--- src/sector_counter.sv ---
// backup sector counter
`timescale 1ns/1ps

module sector_counter (
	input  logic       clk_sys,
	input  logic       clear,
	input  logic       step,
	input  logic [7:0] last_sector,
	output logic [7:0] lba,
	output logic       last_sector_hit
);

	// sector number of the running backup
	always_ff @(posedge clk_sys) begin
		if (clear) begin
			lba <= 8'd0;
		end else if (step) begin
			lba <= lba + 8'd1;
		end
	end

	assign last_sector_hit = (lba == last_sector);   // final sector of this ram size

endmodule

--- config.mk ---
export PLATFORM = sky130hd
export DESIGN_NAME = sector_counter
export DESIGN_NICKNAME = d
export VERILOG_FILES = /design/src/sector_counter.sv
export SDC_FILE = /design/constraint.sdc
export NUM_CORES = 1
export LEC_CHECK = 0
export ABC_CLOCK_PERIOD_IN_PS = 1300
export BUFFER_PORTS_ARGS = -buffer_cell sky130_fd_sc_hd__buf_2
export CAP_MARGIN = 20
export CORE_AREA = 3 3 40 42
export CTS_CLUSTER_DIAMETER = 200
export DETAILED_ROUTE_END_ITERATION = 12
export DIE_AREA = 0 0 43 45
export PLACE_DENSITY = 0.6
export SYNTH_ARGS = -nofsm -noshare
export SYNTH_HDL_FRONTEND = slang
export SYNTH_SLANG_ARGS = --single-unit
--- constraint.sdc ---
create_clock -name clk_sys -period 1.3 [get_ports clk_sys]
set_input_delay 0.13 -clock clk_sys [delete_from_list [all_inputs] [get_ports clk_sys]]
set_output_delay 0.13 -clock clk_sys [all_outputs]
set_load 0.005 [all_outputs]
Word-level counts from Yosys, hierarchy flattened

Cells that the tools add are included.

Input port bits: 11
Logic and storage cells: 3
Bits in registers: 8
Output and inout bits: 9

Eq/ne operators: 1
Add/sub/neg operators: 1

Operators by type and width:

| kind                  | count |
|---|---|
| $add A8 B1 Y8 const B | 1 |
| $eq A8 B8 Y1          | 1 |

Longest topological paths before layout

Gate-level depths: netlist of the first run.

Depth in word-level cells: 1
Gate-level depth with buffers: 4

Worst setup path before layout of the first run

Ideal clock, no wire load.

Path kind: reg2reg
Start: register lba[0]
End: register lba[6]
Arrival time: 1.172 ns
Setup slack: 0.058 ns
Stages on the path, launching flop included: 5
Buffers on the path: 0
Setup time: 0.070 ns
Cells stage by stage: dfxtp_1 > ha_1 > nand3_1 > or3_1 > a21oi_1

Word-level cells in the longest chain between the ends: 1

RTL lines:

| what                   | RTL line | RTL |
|---|---|---|
| start, declared        | 9        | `output logic [7:0] lba,` |
| start signal, assigned | 18       | `lba <= lba + 8'd1;` |
| $add A8 B1 Y8          | 18       |  |

No other way between the ends.
A chain may end at the register's enable or synchronous reset.

Final worst setup path of the first run

Start: register lba[2]
End: output last_sector_hit

Word-level cells in the longest chain between the ends: 1

RTL lines:

| what          | RTL line | RTL |
|---|---|---|
| $eq A8 B8 Y1  | 22       | `assign last_sector_hit = (lba == last_sector);` |
| end, declared | 10       | `output logic last_sector_hit` |

No other way between the ends.

==> impl_metrics.json, run 1 <==
{
  "fin_crit_sh_pct": 96.9,
  "ys_types": 16,
  "status": "complete, no violations",
  "fp.dieH_um": 45,
  "cts-root-buf": "clkbuf_4",
  "grt_pass1_vias": 396,
  "largest-register": "lba",
  "setup_slack_ns": 0.0408,
  "synth_seq_cells": 8,
  "p_leak_uw": 0.000283,
  "viasPerCell": 4.76,
  "critPathMaxFanout": 2,
  "grt_usage_pct": 11.9,
  "reg.largest.list": "lba: 8 flops",
  "clock_sinks": 8,
  "powerDensity_mw_per_mm2": 863,
  "dp_slack_ns": 0.0555,
  "n_antenna_cell": 0,
  "path_delay_family": "flip-flops",
  "drtPass1Iterations": 1,
  "rows": 13,
  "maxCapViolations": 0,
  "largest_reg_flops": 8,
  "initial_core_util_pct": 33.2,
  "start_kind": "register",
  "core_area_mm2": 0.00128,
  "path_depth": 5,
  "drc": 0,
  "antenna_left": 0,
  "synth_area_um2": 427,
  "avgSynthCellArea_um2": 8.71,
  "path_buf_inv": 2,
  "hold_viol": 0,
  "final_nets": 87,
  "yosysSeqAreaShare_pct": 37.5,
  "routabilityCongestion": 0.677,
  "hold_path_depth": 2,
  "cts_tree": "built",
  "hold_path_class": "in -> reg",
  "timing_worst_setup_path_type": "reg -> out",
  "die_area_mm2": 0.00194,
  "drt_first_iter_violations": 0,
  "antenna_found_initial": 0,
  "syn-num-nets": 61,
  "syn_inst": 49,
  "dieWidth_um": 43,
  "final_common_cell": "buf_2",
  "finalSetupViolations": 0,
  "drive_gt1_share_pct": 52.1,
  "skew_ns": 0.00115,
  "ff2ff_path_depth": 4,
  "slew_headroom_pct": 89.0,
  "end_kind": "output port",
  "syn2layout_area_growth_pct": 46.0,
  "yosys_warnings": 0,
  "final_period_minus_worst_setup_slack_ns": 1.26,
  "cpMaxStageDelayCell": "dfxtp_4",
  "fmax_mhz": 794,
  "crit_required_ns": 1.17,
  "dp_cells": 83,
  "io_buffers": 19,
  "grt-ovfl-total": 0,
  "instances_no_fill": 88,
  "via_count": 419,
  "hpwl_um": 771,
  "grt_pass1_wl_mm": 1.64,
  "htreeDepth": 1,
  "final_core_util_pct": 48.5,
  "path_clk_slew_ns": 0.05,
  "arrival_ns": 1.13,
  "most-common-layout-cells": "buf_2 (19), xnor2_1 (6), nor2_1 (6), dfxtp_2 (5), buf_4 (5)",
  "tightest_slew_ns": 0.164,
  "grt_max_degree": 9,
  "crit_chain": "buf_4 > xnor2_2 > nand4_1 > nor2_1 > buf_2",
  "drt_wl_total_um": 994,
  "vdd_drop_max_mv": 0.355,
  "critical_path.max_stage_delay_ns": 0.34,
  "rsz0062_at_grt": "true",
  "cts_buffer_depth": 2,
  "drv_slew": 0,
  "wl_per_cell_um": 11.3,
  "clock_latency_ns": 0.25,
  "ios": 20,
  "numCtsBuffers": 3
}
cell families (layout without fill, tap and decap cells):
group	Yosys count	count (layout)	synth area share, %
adder cells (fa/ha/maj)	1	1	2.93
flip-flops	8	8	37.5
XOR/XNOR	12	12	24.6
buffers and inverters	3	27	2.93
AND/OR/NAND/NOR	18	18	22.6
AO/OA/AOI/OAI	6	6	7.04
multiplexers	1	1	2.35
path summary, 6_finish.rpt:
check | startpoint | end | slack, ns
setup / recovery | lba[2]$_SDFFE_PP0P_ | last_sector_hit | 0.04
hold / removal | clear | lba[5]$_SDFFE_PP0P_ | 0.14
setup reg to reg | lba[2]$_SDFFE_PP0P_ | lba[5]$_SDFFE_PP0P_ | 0.08
hold reg to reg | lba[7]$_SDFFE_PP0P_ | lba[7]$_SDFFE_PP0P_ | 0.51
report_power, final:
group	total, µW	leakage [µW]	switching (µW)	internal (µW)
sequential	258	0.0000679	6.23	252
combinational	91.7	0.000201	38.5	53.1
clock	188	0.0000138	82.7	106
total	538	0.000283	127	410
metrics by stage:
step / area, µm² / TNS, ns / total power (µW) / hold slack (ns)
2_1_floorplan: 427 / 0 / 306 / 0.395
3_3_place_gp: 551 / 0 / 340 / 0.414
3_5_place_dp: 551 / 0 / 342 / 0.420
4_1_cts: 611 / 0 / 549 / 0.142
5_1_grt: 623 / -0.0675 / 573 / 0.152
6_report: 623 / 0 / 538 / 0.145
worst register-to-register path, cell delays in order, from the launching register on:
cell,delay [ns]
dfxtp_4,0.34
buf_4,0.13
nand4_2,0.16
or3_1,0.38
a21oi_1,0.13
area by class of cell:
cell class                      instances  area (µm²)
Clock buffer                            3        22.5
Fill cell                             126         662
Multi-Input combinational cell         38         279
Sequential cell                         8         170
Tap cell                               15        18.8
Timing Repair Buffer                   24         133
timing repair:
action,4_1_cts,5_1_grt
pin swaps,4,3
setup endpoints to repair,1,2
setup buffers,2,0
cloned,0,0
hold buffers,0,0
gates resized for setup,7,4
layer usage:
metal	global-route usage [%]	part of all wire [%]	vias up	wire length, µm
met3	2.79	9.8	4	97
li1	-	-	217	-
met2	19.5	48	16	474
met4	10.8	1.9	0	19
met1	12.6	41	182	403
met5	0	0	-	0
synth_stat cells:
cell type | count | area, µm²
clkbuf_1 | 1 | 3.75
or3_1 | 3 | 18.8
nand2_1 | 2 | 7.51
a21oi_1 | 3 | 15.0
nand3_1 | 2 | 10.0
xnor2_1 | 9 | 78.8
nor2_1 | 6 | 22.5
nand4_2 | 1 | 12.5
o21ai_0 | 3 | 15.0
buf_1 | 1 | 3.75
nand4_1 | 4 | 25.0
ha_1 | 1 | 12.5
xor2_1 | 3 | 26.3
mux2i_1 | 1 | 10.0
dfxtp_1 | 8 | 160
clkbuf_2 | 1 | 5.00
Note: power is estimated with default switching activity, not from simulation.
==> run 2: changes to the inputs <==
--- a/config.mk
+++ b/config.mk
@@ -13,6 +13,7 @@
 export DETAILED_ROUTE_END_ITERATION = 12
 export DIE_AREA = 0 0 43 45
 export PLACE_DENSITY = 0.6
+export REMOVE_ABC_BUFFERS = 1
 export SYNTH_ARGS = -nofsm -noshare
 export SYNTH_HDL_FRONTEND = slang
 export SYNTH_SLANG_ARGS = --single-unit
==> impl_metrics.json, run 2 (synthesis gave the netlist of run 1 again) <==
{
  "final_period_minus_worst_setup_slack_ns": 1.27,
  "skew_ns": 0.00756,
  "cts-root-buf": "clkbuf_4",
  "status": "complete, no violations",
  "fmax_mhz": 787,
  "hold_path_class": "in -> reg",
  "final_nets": 90,
  "grt-ovfl-total": 0,
  "grt_usage_pct": 12.7,
  "ios": 20,
  "routabilityCongestion": 0.746,
  "tightest_slew_ns": 0.189,
  "drive_gt1_share_pct": 52.6,
  "p_leak_uw": 0.000291,
  "p_clk_share_pct": 34.4,
  "maxCapViolations": 0,
  "intPower_uw": 428,
  "die_area_mm2": 0.00194,
  "reg.largest.list": "lba: 8 flops",
  "hold_viol": 0,
  "timing_worst_setup_path_type": "reg -> out",
  "largest-register": "lba",
  "fp.dieH_um": 45,
  "drt_first_iter_violations": 5,
  "powerDensity_mw_per_mm2": 864,
  "swShare_pct": 25.8,
  "vdd_drop_max_mv": 0.372,
  "setup_slack_ns": 0.0301,
  "drtPass1Iterations": 3,
  "via_count": 429,
  "fin_crit_sh_pct": 97.7,
  "largest_reg_flops": 8,
  "critPathMaxFanout": 2,
  "clock_sinks": 8,
  "n_antenna_cell": 0,
  "drc": 0,
  "hpwl_um": 723,
  "antenna_left": 0,
  "dp_slack_ns": 0.0562,
  "grt_pass1_wl_mm": 1.72,
  "rsz0062_at_grt": "true",
  "most-common-layout-cells": "buf_2 (19), buf_4 (7), xnor2_1 (6), nor2_1 (6)",
  "fin_setup_tns_ns": 0,
  "cts_tree": "built",
  "htreeDepth": 1,
  "final_common_cell": "buf_2",
  "path_clk_slew_ns": 0.06,
  "io_buffers": 19,
  "core_area_mm2": 0.00128,
  "syn2layout_area_growth_pct": 56.3,
  "antenna_found_initial": 0,
  "p_comb_share_pct": 21.1,
  "p_switching_uw": 148,
  "arrival_ns": 1.14,
  "grt_max_degree": 9,
  "grt_pass1_vias": 400,
  "rows": 13,
  "finalSetupViolations": 0,
  "drt_wl_total_mm": 1.13,
  "start_kind": "register",
  "dieWidth_um": 43,
  "seqPwrFrac_pct": 44.5,
  "cts_buffer_depth": 2,
  "hold_slack_ns": 0.134,
  "viasPerCell": 4.71,
  "end_kind": "output port",
  "initial_core_util_pct": 33.2,
  "drv_slew": 0,
  "numCtsBuffers": 3,
  "fin_total_pwr_uw": 576,
  "slew_headroom_pct": 87.4,
  "wl_per_cell_um": 12.4,
  "crit_required_ns": 1.17,
  "clock_latency_ns": 0.26
}
[run 2: repair_timing]
item / in CTS / in global routing
hold buffers: 0 / 0
resized for setup: 9 / 4
setup buffers: 4 / 0
setup endpoints to repair: 1 / 3
gates cloned: 0 / 0
pin swaps: 4 / 3
[run 2: per-layer routing]
layer | vias up | global-route usage [%] | part of all wire (%)
met5 | - | 0 | 0
met4 | 0 | 9.04 | 1.5
met3 | 2 | 5.18 | 6.0
met2 | 14 | 21.9 | 55
met1 | 189 | 12.3 | 37
li1 | 224 | - | -
[run 2: worst max-delay path, stage by stage, from the launching register on]
cell and delay [ns]:
dfxtp_4 0.34, buf_4 0.14, xnor2_2 0.11, nand4_1 0.10, nor2_1 0.09, buf_2 0.11
[run 2: worst paths after layout]
kind	startpoint	end	slack, ns	cells past startpoint
worst min register to register	lba[7]$_SDFFE_PP0P_	lba[7]$_SDFFE_PP0P_	0.51	2
worst min-delay path	clear	lba[0]$_SDFFE_PP0P_	0.13	2
worst max register to register	lba[0]$_SDFFE_PP0P_	lba[6]$_SDFFE_PP0P_	0.06	5
worst max-delay path	lba[2]$_SDFFE_PP0P_	last_sector_hit	0.03	5
[run 2: cell type report]
class / count / area (µm²)
clock buffer: 3 / 22.5
sequential: 8 / 169
timing repair buffer: 27 / 159
multi-input combinational: 38 / 298
tap: 15 / 18.8
fill: 130 / 618
[run 2: stage by stage]
stage	util [%]	cells	instance area [µm²]
2_1_floorplan	-	46	414
3_3_place_gp	43.4	84	558
3_5_place_dp	43.4	84	558
4_1_cts	50.1	91	644
5_1_grt	51.9	91	667
6_report	51.9	91	667
[run 2: power groups by stage]
| stage | sequential, µW | combinational [µW] | clock, µW |
|---|---|---|---|
| final | 256 | 122 | 198 |
| after floorplan | 268 | 31.5 | 0 |
| after CTS | 255 | 109 | 203 |
| after detailed placement | 265 | 78.2 | 0 |
| after global placement | 265 | 77.7 | 0 |
| after global routing | 257 | 132 | 225 |
==> run 3: changes to the inputs <==
==> config.mk (replaced) <==
export PLATFORM = sky130hd
export DESIGN_NAME = sector_counter
export DESIGN_NICKNAME = d
export VERILOG_FILES = /design/src/sector_counter.sv
export SDC_FILE = /design/constraint.sdc
export NUM_CORES = 1
export LEC_CHECK = 0
export ABC_CLOCK_PERIOD_IN_PS = 1440
export BUFFER_PORTS_ARGS = -buffer_cell sky130_fd_sc_hd__buf_2
export CAP_MARGIN = 20
export CELL_PAD_IN_SITES_DETAIL_PLACEMENT = 1
export CELL_PAD_IN_SITES_GLOBAL_PLACEMENT = 1
export CORE_MARGIN = 3
export CORE_UTILIZATION = 30
export CTS_CLUSTER_DIAMETER = 200
export DETAILED_ROUTE_END_ITERATION = 12
export PLACE_DENSITY = 0.72
export REMOVE_ABC_BUFFERS = 1
export SYNTH_ARGS = -nofsm -noshare
export SYNTH_HDL_FRONTEND = slang
export SYNTH_SLANG_ARGS = --single-unit
==> constraint.sdc (replaced) <==
create_clock -name clk_sys -period 1.44 [get_ports clk_sys]
set_input_delay 0.144 -clock clk_sys [delete_from_list [all_inputs] [get_ports clk_sys]]
set_output_delay 0.144 -clock clk_sys [all_outputs]
set_load 0.005 [all_outputs]
==> impl_metrics.json, run 3 (synthesis gave the netlist of run 1 again) <==
{
  "status": "complete, no violations",
  "rows": 12,
  "final_common_cell": "buf_2",
  "critPathMaxFanout": 4,
  "start_kind": "register",
  "drt_wl_total_mm": 1.15,
  "hold_viol": 0,
  "cts_tree": "built",
  "fin_area_um2": 566,
  "powerDensity_mw_per_mm2": 855,
  "path_delay_family": "flip-flops",
  "grt_max_degree": 9,
  "p_comb_share_pct": 15.4,
  "cts-root-buf": "clkbuf_4",
  "routabilityCongestion": 0.744,
  "end_kind": "output port",
  "clock_latency_ns": 0.26,
  "drtPass1Iterations": 2,
  "path_clk_slew_ns": 0.06,
  "p_clk_share_pct": 36.1,
  "tightest_slew_ns": 0.256,
  "arrival_ns": 1.19,
  "final_core_util_pct": 46.5,
  "drc": 0,
  "largest_reg_flops": 8,
  "syn2layout_area_growth_pct": 32.6,
  "hold_path_class": "in -> reg",
  "drv_slew": 0,
  "vdd_drop_max_mv": 0.515,
  "timing_worst_setup_path_type": "reg -> out",
  "largest-register": "lba",
  "slew_headroom_pct": 82.9,
  "seqPwrFrac_pct": 48.5,
  "fp.dieH_um": 43.7,
  "cts_buffer_depth": 2,
  "grt_usage_pct": 14.1,
  "cpMaxStageDelayCell": "dfxtp_1",
  "grt_pass1_wl_mm": 1.94,
  "rsz0062_at_grt": "false",
  "via_count": 425,
  "p_leak_uw": 0.000252,
  "p_switching_uw": 120,
  "antenna_found_initial": 0,
  "dieWidth_um": 43.7,
  "numCtsBuffers": 3,
  "grt-ovfl-total": 0,
  "htreeDepth": 1,
  "crit_chain": "buf_4 > xnor2_2 > nand4_1 > nor2_1 > buf_2",
  "path_buf_inv": 2,
  "clock_sinks": 8,
  "n_antenna_cell": 0,
  "antenna_left": 0,
  "instances_no_fill": 83,
  "dp_cells": 80,
  "ios": 20,
  "finalSetupViolations": 0,
  "maxCapViolations": 0,
  "final_period_minus_worst_setup_slack_ns": 1.33,
  "drt_first_iter_violations": 1,
  "fillers": 164,
  "crit_required_ns": 1.30,
  "die_area_mm2": 0.00191,
  "core_area_mm2": 0.00122,
  "most-common-layout-cells": "buf_2 (19), xnor2_1 (8), dfxtp_1 (7), nor2_1 (6), nand4_1 (4)",
  "viasPerCell": 5.12,
  "final_nets": 83,
  "swShare_pct": 24.9,
  "fin_crit_sh_pct": 92.5,
  "critical_path.max_stage_delay_ns": 0.31,
  "place_area_um2": 534,
  "skew_ns": 0.00284,
  "fin_setup_tns_ns": 0,
  "wl_per_cell_um": 13.8,
  "grt_pass1_vias": 466,
  "reg.largest.list": "lba: 8 flops",
  "intPower_uw": 363,
  "io_buffers": 19,
  "fmax_mhz": 751,
  "drive_gt1_share_pct": 37.7,
  "initial_core_util_pct": 35.1
}
[run 3: path summary, 6_finish.rpt]
kind	slack, ns	cells past startpoint	to	from
setup / recovery	0.11	5	last_sector_hit	lba[0]$_SDFFE_PP0P_
setup reg to reg	0.12	4	lba[6]$_SDFFE_PP0P_	lba[1]$_SDFFE_PP0P_
hold / removal	0.16	2	lba[3]$_SDFFE_PP0P_	clear
hold reg to reg	0.53	2	lba[7]$_SDFFE_PP0P_	lba[7]$_SDFFE_PP0P_
[run 3: repair_timing]
| action | in CTS | in global routing |
|---|---|---|
| setup endpoints to repair | 0 | 1 |
| hold buffers | 0 | 0 |
| resized for setup | 0 | 2 |
| setup buffers | 0 | 0 |
[run 3: through the flow]
stage | total power, µW | setup WS, ns | hold slack (ns)
detailed placement | 308 | 0.140 | 0.431
global route | 516 | 0.00209 | 0.164
CTS | 491 | 0.0572 | 0.151
floorplan | 270 | 0.198 | 0.213
global placement | 305 | 0.210 | 0.424
finish | 483 | 0.108 | 0.161
[run 3: power groups by stage]
stage | Clock, µW | Sequential, µW | Combinational (µW)
after floorplan | 0 | 242 | 28.4
after global placement | 0 | 239 | 66.4
after detailed placement | 0 | 239 | 68.5
after CTS | 186 | 235 | 70.4
after global routing | 198 | 236 | 82.2
final | 175 | 235 | 74.3
[run 3: cell type report]
type / count / area, µm² / share of cell area, %
clock buffers: 3 / 22.5 / 3.98
multi-input cells: 38 / 262 / 46.2
repair buffers: 20 / 103 / 18.1
flip-flops and latches: 8 / 161 / 28.5
well taps: 14 / 17.5 / 3.10
[run 3: layer usage]
layer  vias up  track usage [%]  part of all wire, %
li1        209                -                    -
met3         4             3.73                  7.5
met1       195             15.3                   41
met5         -                0                    0
met2        17             23.0                   48
met4         0             10.8                  3.1
